===== config.mk =====
export PLATFORM = sky130hd
export DESIGN_NAME = clink_regs_top
export DESIGN_NICKNAME = d
export VERILOG_FILES = /design/src/clink_pkg.sv /design/src/clink_reg_decode.sv /design/src/clink_link_regs.sv /design/src/clink_err_regs.sv /design/src/clink_read_mux.sv /design/src/clink_regs_top.sv
export VERILOG_INCLUDE_DIRS = /design/src
export SDC_FILE = /design/constraint.sdc
export NUM_CORES = 1
export LEC_CHECK = 0
export ABC_AREA = 1
export BUFFER_PORTS_ARGS = -buffer_cell sky130_fd_sc_hd__buf_2
export CAP_MARGIN = 30
export CORE_UTILIZATION = 50
export DETAILED_ROUTE_END_ITERATION = 10
export PLACE_DENSITY = 0.85
export SYNTH_ARGS = -nofsm -noshare
export SYNTH_HDL_FRONTEND = slang
export SYNTH_SLANG_ARGS = --single-unit

===== constraint.sdc =====
create_clock -name clk -period 4 [get_ports clk]
set_clock_uncertainty 0.05 [all_clocks]
set_input_delay 0.4 -clock clk [delete_from_list [all_inputs] [get_ports clk]]
set_output_delay 0.4 -clock clk [all_outputs]
set_load 0.05 [all_outputs]

===== src/clink_config.svh =====
// clink csr address map, field widths and reset defaults
`ifndef CLINK_CONFIG_SVH
`define CLINK_CONFIG_SVH

// ############################
// widths
// ############################

`define CLINK_RW   64   // register data width
`define CLINK_AW   8    // access address, bits [7:2] decoded
`define CLINK_IDW  16   // chip id
`define CLINK_NERR 7    // device error inputs

// ############################
// register byte offsets
// ############################

`define CLINK_CHIPID     8'h08
`define CLINK_RESET      8'h0C   // soft reset, bit 0
`define CLINK_TXMODE     8'h10
`define CLINK_RXMODE     8'h14
`define CLINK_ERRCTRL    8'h18   // shutdown mask + counter source
`define CLINK_ERRSTATUS  8'h1C   // sticky
`define CLINK_ERRCOUNT   8'h20   // read only
`define CLINK_SPICLK     8'h24
`define CLINK_SPITIMEOUT 8'h28
`define CLINK_CRDTINIT   8'h2C   // {resp, req}
`define CLINK_CRDTINTRVL 8'h30
`define CLINK_CRDTSTAT   8'h34   // read only, from tx credit logic

// ############################
// reset defaults
// ############################

`define CLINK_DEF_SPICLK     8'h04
`define CLINK_DEF_SPITIMEOUT 32'h0000_1000
`define CLINK_DEF_CRDTINIT   {16'd42, 16'd42}   // resp and req halves
`define CLINK_DEF_CRDTINTRVL 16'h00FF

`endif


===== src/clink_pkg.sv =====
// clink csr types: register select, error code and word types
`default_nettype none

`include "clink_config.svh"

package clink_pkg;

   // ############################
   // word types
   // ############################

   typedef logic [`CLINK_RW-1:0]   csr_word_t;    // full register word
   typedef logic [31:0]            mode_word_t;   // tx/rx mode
   typedef logic [`CLINK_IDW-1:0]  chipid_t;
   typedef logic [`CLINK_NERR-1:0] err_vec_t;     // one bit per device error

   // decoded register select, one per mapped offset
   typedef enum logic [3:0] {
      SEL_NONE       = 4'd0,   // unmapped
      SEL_CHIPID     = 4'd1,
      SEL_RESET      = 4'd2,
      SEL_TXMODE     = 4'd3,
      SEL_RXMODE     = 4'd4,
      SEL_ERRCTRL    = 4'd5,
      SEL_ERRSTATUS  = 4'd6,
      SEL_ERRCOUNT   = 4'd7,
      SEL_SPICLK     = 4'd8,
      SEL_SPITIMEOUT = 4'd9,
      SEL_CRDTINIT   = 4'd10,
      SEL_CRDTINTRVL = 4'd11,
      SEL_CRDTSTAT   = 4'd12
   } reg_sel_e;

   // error code, highest pending status bit plus one
   typedef enum logic [2:0] {
      ERR_NONE      = 3'd0,   // normal
      ERR_OVERVOLT  = 3'd1,   // lower supply
      ERR_UNDERVOLT = 3'd2,   // raise supply
      ERR_TEMP      = 3'd3,   // slow down
      ERR_CLKGLITCH = 3'd4,   // needs reset
      ERR_WATCHDOG  = 3'd5,   // needs reset
      ERR_LINKFAULT = 3'd6,   // recalibrate
      ERR_FATAL     = 3'd7    // shutdown
   } err_code_e;

endpackage

`default_nettype wire


===== src/clink_reg_decode.sv =====
// stage 1 access register and address to register select decode
`timescale 1ns/10ps
`default_nettype none

`include "clink_config.svh"

module clink_reg_decode
  (
   input  wire                       clk,
   input  wire                       nreset,
   input  wire                       reg_write,   // one cycle strobe
   input  wire                       reg_read,    // never with reg_write
   input  wire [`CLINK_AW-1:0]       reg_addr,    // byte address
   input  wire clink_pkg::csr_word_t reg_wrdata,
   output logic                      dec_write,
   output logic                      dec_read,
   output clink_pkg::reg_sel_e       dec_sel,
   output clink_pkg::csr_word_t      dec_wrdata
  );

   clink_pkg::reg_sel_e sel_nxt;   // decode of the current address

   // word address compare, byte lanes ignored
   always_comb
   begin
      case (reg_addr[`CLINK_AW-1:2])
         6'(`CLINK_CHIPID >> 2)     : sel_nxt = clink_pkg::SEL_CHIPID;
         6'(`CLINK_RESET >> 2)      : sel_nxt = clink_pkg::SEL_RESET;
         6'(`CLINK_TXMODE >> 2)     : sel_nxt = clink_pkg::SEL_TXMODE;
         6'(`CLINK_RXMODE >> 2)     : sel_nxt = clink_pkg::SEL_RXMODE;
         6'(`CLINK_ERRCTRL >> 2)    : sel_nxt = clink_pkg::SEL_ERRCTRL;
         6'(`CLINK_ERRSTATUS >> 2)  : sel_nxt = clink_pkg::SEL_ERRSTATUS;
         6'(`CLINK_ERRCOUNT >> 2)   : sel_nxt = clink_pkg::SEL_ERRCOUNT;
         6'(`CLINK_SPICLK >> 2)     : sel_nxt = clink_pkg::SEL_SPICLK;
         6'(`CLINK_SPITIMEOUT >> 2) : sel_nxt = clink_pkg::SEL_SPITIMEOUT;
         6'(`CLINK_CRDTINIT >> 2)   : sel_nxt = clink_pkg::SEL_CRDTINIT;
         6'(`CLINK_CRDTINTRVL >> 2) : sel_nxt = clink_pkg::SEL_CRDTINTRVL;
         6'(`CLINK_CRDTSTAT >> 2)   : sel_nxt = clink_pkg::SEL_CRDTSTAT;
         default                    : sel_nxt = clink_pkg::SEL_NONE;   // hole in map
      endcase
   end

   // ############################
   // access pipeline register
   // ############################

   always_ff @(posedge clk or negedge nreset)
   begin
      if (!nreset)
      begin
         dec_write <= 1'b0;
         dec_read  <= 1'b0;
         dec_sel   <= clink_pkg::SEL_NONE;
      end
      else
      begin
         dec_write <= reg_write;
         dec_read  <= reg_read;
         dec_sel   <= sel_nxt;   // follows address every cycle
      end
   end

   // write data, qualified downstream by dec_write
   always_ff @(posedge clk)
   begin
      dec_wrdata <= reg_wrdata;
   end

endmodule

`default_nettype wire


===== src/clink_link_regs.sv =====
// stage 2 link mode, chip id, spi, credit and soft reset registers, link-active flag
`timescale 1ns/10ps
`default_nettype none

`include "clink_config.svh"

module clink_link_regs
  (
   input  wire                       clk,
   input  wire                       nreset,
   input  wire                       dec_write,
   input  wire clink_pkg::reg_sel_e  dec_sel,
   input  wire clink_pkg::csr_word_t dec_wrdata,
   input  wire                       device_ready,   // device finished init
   // tx mode
   output logic                      csr_txen,
   output logic                      csr_txddrmode,
   output logic [1:0]                csr_txarbmode,
   output logic                      csr_txcrdt_en,
   output logic [3:0]                csr_txprotocol,
   output logic [3:0]                csr_txeccmode,
   output logic [7:0]                csr_txiowidth,
   // rx mode
   output logic                      csr_rxen,
   output logic                      csr_rxddrmode,
   output logic [1:0]                csr_rxarbmode,
   output logic [3:0]                csr_rxprotocol,
   output logic [3:0]                csr_rxeccmode,
   output logic [7:0]                csr_rxiowidth,
   // misc
   output clink_pkg::chipid_t        device_chipid,
   output logic [7:0]                csr_spidiv,
   output logic [31:0]               csr_spitimeout,
   output logic [15:0]               csr_rxcrdt_req_init,
   output logic [15:0]               csr_rxcrdt_resp_init,
   output logic [15:0]               csr_txcrdt_intrvl,
   output logic                      soft_reset,     // core held while set
   // readback
   output clink_pkg::mode_word_t     txmode_q,
   output clink_pkg::mode_word_t     rxmode_q
  );

   logic [31:0] crdtinit_q;   // {resp, req}
   logic        link_active;  // sticky after device_ready

   // ############################
   // register writes
   // ############################

   always_ff @(posedge clk or negedge nreset)
   begin
      if (!nreset)
      begin
         txmode_q            <= '0;   // link must be configured first
         rxmode_q            <= '0;
         device_chipid       <= '0;
         csr_spidiv          <= `CLINK_DEF_SPICLK;
         csr_spitimeout      <= `CLINK_DEF_SPITIMEOUT;
         crdtinit_q          <= `CLINK_DEF_CRDTINIT;
         csr_txcrdt_intrvl   <= `CLINK_DEF_CRDTINTRVL;
         soft_reset          <= 1'b1;  // core starts in reset
      end
      else if (dec_write)
      begin
         case (dec_sel)
            clink_pkg::SEL_TXMODE     : txmode_q <= dec_wrdata[31:0];
            clink_pkg::SEL_RXMODE     : rxmode_q <= dec_wrdata[31:0];
            clink_pkg::SEL_CHIPID     : device_chipid <= dec_wrdata[`CLINK_IDW-1:0];
            clink_pkg::SEL_SPICLK     : csr_spidiv <= dec_wrdata[7:0];
            clink_pkg::SEL_SPITIMEOUT : csr_spitimeout <= dec_wrdata[31:0];
            clink_pkg::SEL_CRDTINIT   : crdtinit_q <= dec_wrdata[31:0];
            clink_pkg::SEL_CRDTINTRVL : csr_txcrdt_intrvl <= dec_wrdata[15:0];
            clink_pkg::SEL_RESET      : soft_reset <= dec_wrdata[0];
            default                   : ;   // error block or unmapped
         endcase
      end
   end

   // link comes up once, stays up until nreset
   always_ff @(posedge clk or negedge nreset)
   begin
      if (!nreset)
         link_active <= 1'b0;
      else if (device_ready)
         link_active <= 1'b1;
   end

   // ############################
   // mode field breakout
   // ############################

   assign csr_txen       = txmode_q[0] & link_active;   // gated enable
   assign csr_txddrmode  = txmode_q[1];      // 1=ddr
   assign csr_txarbmode  = txmode_q[3:2];
   assign csr_txcrdt_en  = txmode_q[4];      // send credit updates
   assign csr_txprotocol = txmode_q[11:8];
   assign csr_txeccmode  = txmode_q[15:12];
   assign csr_txiowidth  = txmode_q[23:16];  // bytes, 0=off

   assign csr_rxen       = rxmode_q[0] & link_active;
   assign csr_rxddrmode  = rxmode_q[1];
   assign csr_rxarbmode  = rxmode_q[3:2];
   assign csr_rxprotocol = rxmode_q[11:8];
   assign csr_rxeccmode  = rxmode_q[15:12];
   assign csr_rxiowidth  = rxmode_q[23:16];

   // credit init halves
   assign csr_rxcrdt_req_init  = crdtinit_q[15:0];
   assign csr_rxcrdt_resp_init = crdtinit_q[31:16];

endmodule

`default_nettype wire


===== src/clink_err_regs.sv =====
// stage 2 error control, sticky status, priority code, error counter and core hold
`timescale 1ns/10ps
`default_nettype none

`include "clink_config.svh"

module clink_err_regs
  (
   input  wire                       clk,
   input  wire                       nreset,
   input  wire                       dec_write,
   input  wire clink_pkg::reg_sel_e  dec_sel,
   input  wire clink_pkg::csr_word_t dec_wrdata,
   input  wire clink_pkg::err_vec_t  device_error,  // level, sampled each cycle
   input  wire                       soft_reset,
   output clink_pkg::err_code_e      error_code,
   output logic                      core_hold,
   output logic [11:0]               errctrl_q,
   output logic [15:0]               errstatus_q,
   output logic [15:0]               errcount_q
  );

   logic [15:0]            error_in;   // status input vector
   logic [3:0]             cnt_src;    // counted status input
   logic [`CLINK_NERR-1:0] shutdown;   // mask of hold-worthy codes
   logic [`CLINK_NERR-1:0] err_hit;    // one-hot of current code

   assign error_in = 16'(device_error);   // upper bits reserved
   assign shutdown = errctrl_q[`CLINK_NERR-1:0];
   assign cnt_src  = errctrl_q[11:8];

   // ############################
   // control and sticky status
   // ############################

   always_ff @(posedge clk or negedge nreset)
   begin
      if (!nreset)
      begin
         errctrl_q   <= '0;
         errstatus_q <= '0;
      end
      else
      begin
         if (dec_write && (dec_sel == clink_pkg::SEL_ERRCTRL))
            errctrl_q <= dec_wrdata[11:0];
         if (dec_write && (dec_sel == clink_pkg::SEL_ERRSTATUS))
            errstatus_q <= dec_wrdata[15:0];   // software clear/set
         else
            errstatus_q <= errstatus_q | error_in;   // accumulate
      end
   end

   // free running count of the selected input, not writable
   always_ff @(posedge clk or negedge nreset)
   begin
      if (!nreset)
         errcount_q <= '0;
      else
         errcount_q <= errcount_q + 16'(error_in[cnt_src]);
   end

   // ############################
   // priority code and hold
   // ############################

   // highest pending bit wins
   always_comb
   begin
      error_code = clink_pkg::ERR_NONE;
      for (int i = 0; i < `CLINK_NERR; i++)
      begin
         if (errstatus_q[i])
            error_code = clink_pkg::err_code_e'(i + 1);
      end
   end

   // decode back to one-hot for the mask
   always_comb
   begin
      for (int i = 0; i < `CLINK_NERR; i++)
      begin
         err_hit[i] = (error_code == clink_pkg::err_code_e'(i + 1));
      end
   end

   assign core_hold = soft_reset | (|(shutdown & err_hit));   // sw or shutdown

endmodule

`default_nettype wire


===== src/clink_read_mux.sv =====
// stage 3 registered read data select and read-valid pulse
`timescale 1ns/10ps
`default_nettype none

module clink_read_mux
  (
   input  wire                        clk,
   input  wire                        nreset,
   input  wire                        dec_read,
   input  wire clink_pkg::reg_sel_e   dec_sel,
   input  wire clink_pkg::mode_word_t txmode_q,
   input  wire clink_pkg::mode_word_t rxmode_q,
   input  wire clink_pkg::chipid_t    device_chipid,
   input  wire [7:0]                  csr_spidiv,
   input  wire [31:0]                 csr_spitimeout,
   input  wire [15:0]                 csr_rxcrdt_req_init,
   input  wire [15:0]                 csr_rxcrdt_resp_init,
   input  wire [15:0]                 csr_txcrdt_intrvl,
   input  wire                        soft_reset,
   input  wire [11:0]                 errctrl_q,
   input  wire [15:0]                 errstatus_q,
   input  wire [15:0]                 errcount_q,
   input  wire [31:0]                 csr_txcrdt_status,   // live credit state
   output logic                       rd_valid,
   output clink_pkg::csr_word_t       rd_data
  );

   clink_pkg::csr_word_t rd_word;   // zero extended selection

   always_comb
   begin
      case (dec_sel)
         clink_pkg::SEL_CHIPID     : rd_word = clink_pkg::csr_word_t'(device_chipid);
         clink_pkg::SEL_RESET      : rd_word = clink_pkg::csr_word_t'(soft_reset);
         clink_pkg::SEL_TXMODE     : rd_word = clink_pkg::csr_word_t'(txmode_q);
         clink_pkg::SEL_RXMODE     : rd_word = clink_pkg::csr_word_t'(rxmode_q);
         clink_pkg::SEL_ERRCTRL    : rd_word = clink_pkg::csr_word_t'(errctrl_q);
         clink_pkg::SEL_ERRSTATUS  : rd_word = clink_pkg::csr_word_t'(errstatus_q);
         clink_pkg::SEL_ERRCOUNT   : rd_word = clink_pkg::csr_word_t'(errcount_q);
         clink_pkg::SEL_SPICLK     : rd_word = clink_pkg::csr_word_t'(csr_spidiv);
         clink_pkg::SEL_SPITIMEOUT : rd_word = clink_pkg::csr_word_t'(csr_spitimeout);
         clink_pkg::SEL_CRDTINIT   :
            rd_word = clink_pkg::csr_word_t'({csr_rxcrdt_resp_init, csr_rxcrdt_req_init});
         clink_pkg::SEL_CRDTINTRVL : rd_word = clink_pkg::csr_word_t'(csr_txcrdt_intrvl);
         clink_pkg::SEL_CRDTSTAT   : rd_word = clink_pkg::csr_word_t'(csr_txcrdt_status);
         default                   : rd_word = '0;   // unmapped reads zero
      endcase
   end

   // one cycle pulse per read
   always_ff @(posedge clk or negedge nreset)
   begin
      if (!nreset)
         rd_valid <= 1'b0;
      else
         rd_valid <= dec_read;
   end

   // captured before this edge's write commit lands
   always_ff @(posedge clk)
   begin
      if (dec_read)
         rd_data <= rd_word;
   end

endmodule

`default_nettype wire


===== src/clink_regs_top.sv =====
// clink csr block top level, decode, register and read stages
`timescale 1ns/10ps
`default_nettype none

`include "clink_config.svh"

module clink_regs_top
  (
   input  wire                        clk,
   input  wire                        nreset,
   // register access
   input  wire                        reg_write,
   input  wire                        reg_read,
   input  wire [`CLINK_AW-1:0]        reg_addr,
   input  wire clink_pkg::csr_word_t  reg_wrdata,
   output wire                        rd_valid,
   output wire clink_pkg::csr_word_t  rd_data,
   // device side
   input  wire                        device_ready,
   input  wire clink_pkg::err_vec_t   device_error,
   input  wire [31:0]                 csr_txcrdt_status,
   output wire clink_pkg::chipid_t    device_chipid,
   output wire clink_pkg::err_code_e  error_code,
   output wire                        core_hold,
   output wire                        soft_reset,
   // tx link
   output wire                        csr_txen,
   output wire                        csr_txddrmode,
   output wire [1:0]                  csr_txarbmode,
   output wire                        csr_txcrdt_en,
   output wire [3:0]                  csr_txprotocol,
   output wire [3:0]                  csr_txeccmode,
   output wire [7:0]                  csr_txiowidth,
   // rx link
   output wire                        csr_rxen,
   output wire                        csr_rxddrmode,
   output wire [1:0]                  csr_rxarbmode,
   output wire [3:0]                  csr_rxprotocol,
   output wire [3:0]                  csr_rxeccmode,
   output wire [7:0]                  csr_rxiowidth,
   // spi and credits
   output wire [7:0]                  csr_spidiv,
   output wire [31:0]                 csr_spitimeout,
   output wire [15:0]                 csr_rxcrdt_req_init,
   output wire [15:0]                 csr_rxcrdt_resp_init,
   output wire [15:0]                 csr_txcrdt_intrvl
  );

   // ############################
   // stage wiring
   // ############################

   wire                        dec_write;
   wire                        dec_read;
   wire clink_pkg::reg_sel_e   dec_sel;
   wire clink_pkg::csr_word_t  dec_wrdata;
   wire clink_pkg::mode_word_t txmode_q;    // readback only
   wire clink_pkg::mode_word_t rxmode_q;
   wire [11:0]                 errctrl_q;
   wire [15:0]                 errstatus_q;
   wire [15:0]                 errcount_q;

   clink_reg_decode u_decode (.*);   // stage 1

   clink_link_regs u_link (.*);      // stage 2, link side

   clink_err_regs u_err (.*);        // stage 2, errors

   clink_read_mux u_rdmux (.*);      // stage 3

endmodule

`default_nettype wire


======== After elaboration in Yosys (flattened, before gate mapping) ========
Memories as Yosys holds them, arrays and structs flattened.
Index checks and enable logic that the tools add are counted.
storage, ports and cells
  memories ................................ 1
  memory bits (read-only) ................. 64
  output and inout bits ................... 215
  input port bits ......................... 116
  register bits after elaboration ......... 317
  logic and storage cells ................. 69
cells by class
  bitwise operators ....................... 5
  reduce and logical (&&, ||, !) cells .... 12
  $add $sub $neg .......................... 1
  order comparisons ....................... 1
  multiplexer cells ....................... 12
  equality and inequality tests ........... 19
memories
  name              depth  width  rd ports  clocked after Yosys merged registers in  wr ports  line                    RTL
  (name not given)  16     4      1         0                                        0         clink_reg_decode.sv:26  case (reg_addr[`CLINK_AW-1:2])
operators by type and width
  cell                count
  $pmux 32 s12        1
  $eq 4x4->1 const B  5
  $add 16x1->16       1
  $eq 4x3->1 const B  4
  $mux 16             1
  $or 16x7->16        1
  $reduce_and 2->1    8
  $eq 3x3->1 const B  4
  $mux 3              4
  $eq 4x2->1 const B  2
  $and 7x7->7         1
  $reduce_or 7->1     1
  $eq 3x2->1 const B  2
  $lt 4x5->1 const B  1
  $bmux 1 s4          1
  $eq 4x1->1 const B  1
  $mux 2              2
  $mux 4              1
  $eq 3x1->1 const B  1
  $and 1x1->1         2
  $logic_and 1x1->1   2
  $logic_not 2->1     1
  $mux 1              2
  $or 1x1->1          1

======== Longest topological paths before layout ========
  depth in word-level cells ............... 11
  depth in mapped cells ................... 14
  gate-level depth less buffers ........... 14

======== By module ========
A second synthesis with hierarchy kept.
second synthesis, totals
  cells, all modules ...................... 1698
  area, all modules ....................... 14221.1 um2
by module, submodules not included
  module            cells each  area an instance (um2)  seq. area each (um2)  instances
  clink_link_regs   801         7168.1                  4275.4                1
  clink_read_mux    573         3425.8                  985.9                 1
  clink_err_regs    210         1961.9                  1101.1                1
  clink_reg_decode  114         1665.3                  1431.4                1

======== Least setup slack after synthesis ========
OpenSTA, ideal clock, no wires.
  path type ............................... register to output
  from .................................... register u_err.errstatus_q[1]
  to ...................................... output core_hold
  stages on the path, launching flop included .. 13
  path slack .............................. 1.776 ns
  path buffers ............................ 0
  arrival ................................. 1.774 ns
  required time ........................... 3.550 ns
  cells stage by stage .................... dfrtp_1 > inv_1 > nand2_1 > nand2_1 > nand2_1 > nand2_1 > nand2_1 > nand2_1 > nand2_1 > nand3_1 > nand2_1 > nand2_1 > nand3_1
between the ends
  longest elaborated chain between the ends .. 10
  elaborated cells between the ends (all ways) .. 16
  those cells by class .................... eq/ne (7); mux (6); bitwise (2); reduce/logical (1)
RTL lines
  item                                      line                  RTL
  start, declared                           clink_err_regs.sv:19  output logic [15:0] errstatus_q,
  start signal, assigned                    clink_err_regs.sv:48  errstatus_q <= dec_wrdata[15:0];
  start signal, assigned                    clink_err_regs.sv:50  errstatus_q <= errstatus_q | error_in;
  $mux 2 (*) (2 in a row)                   clink_err_regs.sv:73  if (errstatus_q[i])
  $mux 3 (*) (4 in a row)                   clink_err_regs.sv:73
  net error_code[0]                         clink_regs_top.sv:23  output wire clink_pkg::err_code_e error_code,
  $eq 3x1->1, or another cell as far along  clink_err_regs.sv:83  err_hit[i] = (error_code == clink_pkg::err_code_e'(i + 1));
  $and 7x7->7 (*)                           clink_err_regs.sv:87  assign core_hold = soft_reset | (|(shutdown & err_hit));
  $reduce_or 7->1 (*)                       clink_err_regs.sv:87
  $or 1x1->1 (*)                            clink_err_regs.sv:87
  end, declared                             clink_regs_top.sv:24  output wire core_hold,
The timed path passes the listed nets; every way through them passes the cells marked *.

======== Worst setup path after layout ========
  from .................................... register u_decode.dec_sel[1]
  to ...................................... register u_link.crdtinit_q[24]
between the ends
  longest elaborated chain between the ends .. 2
RTL lines
  item                               line                    RTL
  start, declared                    clink_reg_decode.sv:17  output clink_pkg::reg_sel_e dec_sel,
  start signal, assigned             clink_reg_decode.sv:53  dec_sel <= clink_pkg::SEL_NONE;
  start signal, assigned             clink_reg_decode.sv:59  dec_sel <= sel_nxt;
  $eq 4x4->1                         clink_link_regs.sv:65   case (dec_sel)
  $reduce_and 2->1 (no source line)  -
  end signal, assigned               clink_link_regs.sv:59   crdtinit_q <= `CLINK_DEF_CRDTINIT;
  end signal, assigned               clink_link_regs.sv:71   clink_pkg::SEL_CRDTINIT : crdtinit_q <= dec_wrdata[31:0];
  end, declared                      clink_link_regs.sv:43   logic [31:0] crdtinit_q;
Every way passes these cells.
A chain may end at the register's enable or synchronous reset.

==> results.sh <==
export IMPL_min_period_ns=2.66
export IMPL_swShare=0.358
export IMPL_io_buffer_count=264
export IMPL_cp_arrival_ns=3.01
export IMPL_die_height_um=159
export IMPL_setup_viol=0
export IMPL_m1WireLength_um=14500
export IMPL_crit_type="register to register"
export IMPL_async_reset_ff_frac=0.775
export IMPL_drc_errors=0
export IMPL_max_slew_worst_pin_slew_ns=1.01
export IMPL_vias=10300
export IMPL_clockBufferDepth=3
export IMPL_ir_drop_v=0.000332
export IMPL_area_growth_pct=18.7
export IMPL_placedCellCount=1769
export IMPL_crit_path_end_kind="register"
export IMPL_vias_per_cell=5.55
export IMPL_dr_pass1_iters=5
export IMPL_wl_met2_um=17200
export IMPL_r2r_slack_ns=1.34
export IMPL_wl_per_cell_um=19.4
export IMPL_initial_core_util=0.508
export IMPL_drt_total_wl_um=36000
export IMPL_finalNonFillerCells=1860
export IMPL_hpwl_um=22700
export IMPL_period_share=0.665
export IMPL_met3_length_um=2730
export IMPL_antenna_found_initial=1
export IMPL_cp_buffers_inverters=2
export IMPL_syn_area_per_cell_um2=9.73
export IMPL_die_area_um2=25300
export IMPL_fmax_mhz=376
export IMPL_p_leak_uw=0.00746
export IMPL_grt_pass1_vias=10100
export IMPL_worst_path_stages=7
export IMPL_die_width_um=159
export IMPL_rows=57
export IMPL_seq_power_share=0.441
export IMPL_critPathLaunch="u_decode.dec_sel[1]$_DFF_PN0_"
export IMPL_fillers=1982
export IMPL_synth_edf_count=32
export IMPL_cts_root_buf="clkbuf_16"
export IMPL_gp_congestion=0.887
export IMPL_grt_max_degree=110
export IMPL_crit_chain="inv_1 > nor2_2 > nand2_1 > inv_2 > nand2_4 > nand2_1 > o21ai_1"
export IMPL_outcome="finished, final reports clean"
export IMPL_ys_flop_type="dfrtp_1"
export IMPL_cts_tree="built"
export IMPL_cpMostUsedCell="nand2_1"
export IMPL_postCtsSetupBuffers=0
export IMPL_hold_viol_final=0
export IMPL_synth_warnings=0
export IMPL_grt_overflow=0
export IMPL_ios=331
export IMPL_maxUsedRoutingLayer="met4"
export IMPL_core_um2=24200
export IMPL_final_common_cell="nand2_1"
export IMPL_ys_seq_area_frac=0.580
export IMPL_cts_num_sinks=285
export IMPL_final_cell_area_um2=14600
export IMPL_power_switching_uw=2980
export IMPL_final_cell_mix="nand2_1, buf_2, dfrtp_1, o21ai_1, inv_1"
export IMPL_synth_seq_cells=285
export IMPL_reg2reg_to="u_link.crdtinit_q[24]$_DFFE_PN0P_"
export IMPL_finalWorstSetupSlack_ns=1.34
export IMPL_syn_area_um2=12300
export IMPL_reg2regPathDepth=7
export IMPL_cts_buffers=29
export IMPL_maxSlewHeadroom=0.330
export IMPL_nNetsFinal=1634
export IMPL_clk_latency_ns=0.55
export IMPL_hold_path_class="primary input to register"
export IMPL_hold_ws_ns=0.0340
export IMPL_netlist_instances=1267
export IMPL_path_clk_slew_ns=0.06
export IMPL_path_delay_family="simple AND/OR/NAND/NOR gates"
export IMPL_h_tree_depth=1
export IMPL_place_area_um2=13300
export IMPL_slowest_stage="inv_2"
export IMPL_rsz0062_at_grt="no"
export IMPL_preCtsSetupSlack_ns=1.41
export IMPL_drtAntennaViolNets=0
export IMPL_grt_use_total=0.280
export IMPL_rr_startpoint="u_decode.dec_sel[1]$_DFF_PN0_"
export IMPL_setup_tns_ns=0
export IMPL_drtIter0Drc=1029
export IMPL_p_int_uw=5340
export IMPL_critPathMaxFanout=64
export IMPL_worstSetupEndpoint="u_link.crdtinit_q[24]$_DFFE_PN0P_"
export IMPL_cp_required_ns=4.34
export IMPL_slew_viol_final=0
export IMPL_maxCapViolations=0
export IMPL_startpoint_type="register"
export IMPL_p_clk_frac=0.323
export IMPL_comb_power_share=0.236
export IMPL_drive_gt1_frac=0.259
export IMPL_max_stage_delay_ns=0.64
export IMPL_synth_cell_types=41
export IMPL_grt_pass1_wl_um=55500
export IMPL_powerDensity_nw_per_um2=568
state kept, by name (all words and copies together), names as in the netlist, 12 cells and up:
register and count:
u_err.errcount_q 16, u_decode.dec_wrdata 32, u_err.errstatus_q 16, u_err.errctrl_q 12
u_link.csr_spitimeout 32, u_rdmux.rd_data 32, u_link.csr_txcrdt_intrvl 16, u_link.crdtinit_q 32
u_link.rxmode_q 32, u_link.txmode_q 32, u_link.device_chipid 16
per-stage QoR:
stage	util	total power [uW]
after global routing	0.603	8620
final	0.603	8310
after floorplan	-	5210
after CTS	0.603	8330
after global placement	0.549	5560
after detailed placement	0.550	5620
power groups by stage:
| stage | Clock, uW | Combinational (uW) | Sequential [uW] |
|---|---|---|---|
| finish | 2680 | 1960 | 3670 |
| global route | 2840 | 2070 | 3700 |
| CTS | 2720 | 1960 | 3650 |
| detailed placement | 0 | 1920 | 3700 |
| global placement | 0 | 1880 | 3680 |
| floorplan | 0 | 990 | 4220 |
worst min path at each step:
| stage | from | endpoint | slack [ns] | cells after the start |
|---|---|---|---|---|
| after floorplan | nreset | u_decode.dec_read$_DFF_PN0_ | 0.05 | 0 |
| after global placement | u_decode.dec_wrdata[19]$_DFF_P_ | u_link.crdtinit_q[19]$_DFFE_PN1P_ | 0.40 | 2 |
| after detailed placement | u_err.errcount_q[15]$_DFF_PN0_ | u_err.errcount_q[15]$_DFF_PN0_ | 0.41 | 1 |
| after CTS | reg_addr[3] | u_decode.dec_sel[3]$_DFF_PN0_ | 0.03 | 2 |
| after global routing | reg_addr[3] | u_decode.dec_sel[3]$_DFF_PN0_ | 0.05 | 2 |
| final | reg_addr[3] | u_decode.dec_sel[3]$_DFF_PN0_ | 0.03 | 2 |
final cells by class:
class | count | area (um^2) | area share
Inverter | 85 | 323 | 0.0221
Multi-Input combinational cell | 804 | 4030 | 0.275
Timing Repair Buffer | 307 | 1780 | 0.121
Antenna cell | 1 | 2.50 | 0.000171
Tap cell | 324 | 405 | 0.0277
Sequential cell | 285 | 7150 | 0.489
Clock inverter | 13 | 119 | 0.00812
Clock buffer | 41 | 821 | 0.0561
timing repair:
| action | in CTS | in global routing |
|---|---|---|
| hold endpoints to repair | 134 | 0 |
| gates resized for setup | 0 | 0 |
| hold buffers | 36 | 0 |
kinds of logic (layout without fill, tap and decap cells):
kind of cell             Yosys count  in the layout  share of synthesized area
AND/OR/NAND/NOR                  453            453                      0.155
AO/OA/AOI/OAI                    299            299                      0.146
flip-flops                       285            285                      0.580
buffers and inverters            209            446                      0.102
XOR/XNOR                          14             14                    0.00995
adder cells (fa/ha/maj)            6              6                    0.00609
other                              1             33                   0.000304
metal layers:
| metal | track usage | vias up |
|---|---|---|
| met5 | 0 | - |
| met4 | 0.139 | 0 |
| met3 | 0.0453 | 127 |
| met2 | 0.453 | 577 |
| met1 | 0.367 | 5004 |
| li1 | - | 4617 |
Yosys cell counts, types with 3 or more instances:
| master | number | area [um^2] |
|---|---|---|
| dfxtp_1 | 32 | 641 |
| dfrtp_1 | 204 | 5100 |
| nor2_2 | 6 | 37.5 |
| buf_4 | 72 | 541 |
| o21ai_0 | 57 | 285 |
| nand4_1 | 11 | 68.8 |
| a22o_1 | 16 | 140 |
| ha_1 | 6 | 75.1 |
| edfxtp_1 | 32 | 961 |
| a21oi_1 | 18 | 90.1 |
| nand3_1 | 19 | 95.1 |
| clkbuf_1 | 4 | 15.0 |
| a221oi_2 | 3 | 45.0 |
| nor2_1 | 26 | 97.6 |
| a221oi_1 | 33 | 289 |
| o22ai_1 | 8 | 50.1 |
| inv_1 | 71 | 267 |
| nand2_1 | 367 | 1380 |
| buf_6 | 23 | 259 |
| buf_2 | 25 | 125 |
| nand3_2 | 4 | 40.0 |
| nand2_4 | 7 | 78.8 |
| nand2_2 | 4 | 25.0 |
| dfstp_2 | 17 | 447 |
| inv_2 | 12 | 45.0 |
| xor2_1 | 12 | 105 |
| o21ai_2 | 16 | 140 |
| a211oi_1 | 5 | 37.5 |
| o21ai_1 | 142 | 711 |
worst register-to-register path, cell delays in order (launching register included):
cell,delay (ns)
dfrtp_1,0.41
inv_1,0.07
nor2_2,0.19
nand2_1,0.10
inv_2,0.64
nand2_4,0.64
nand2_1,0.31
o21ai_1,0.10
(Power assumes the default switching activity.)
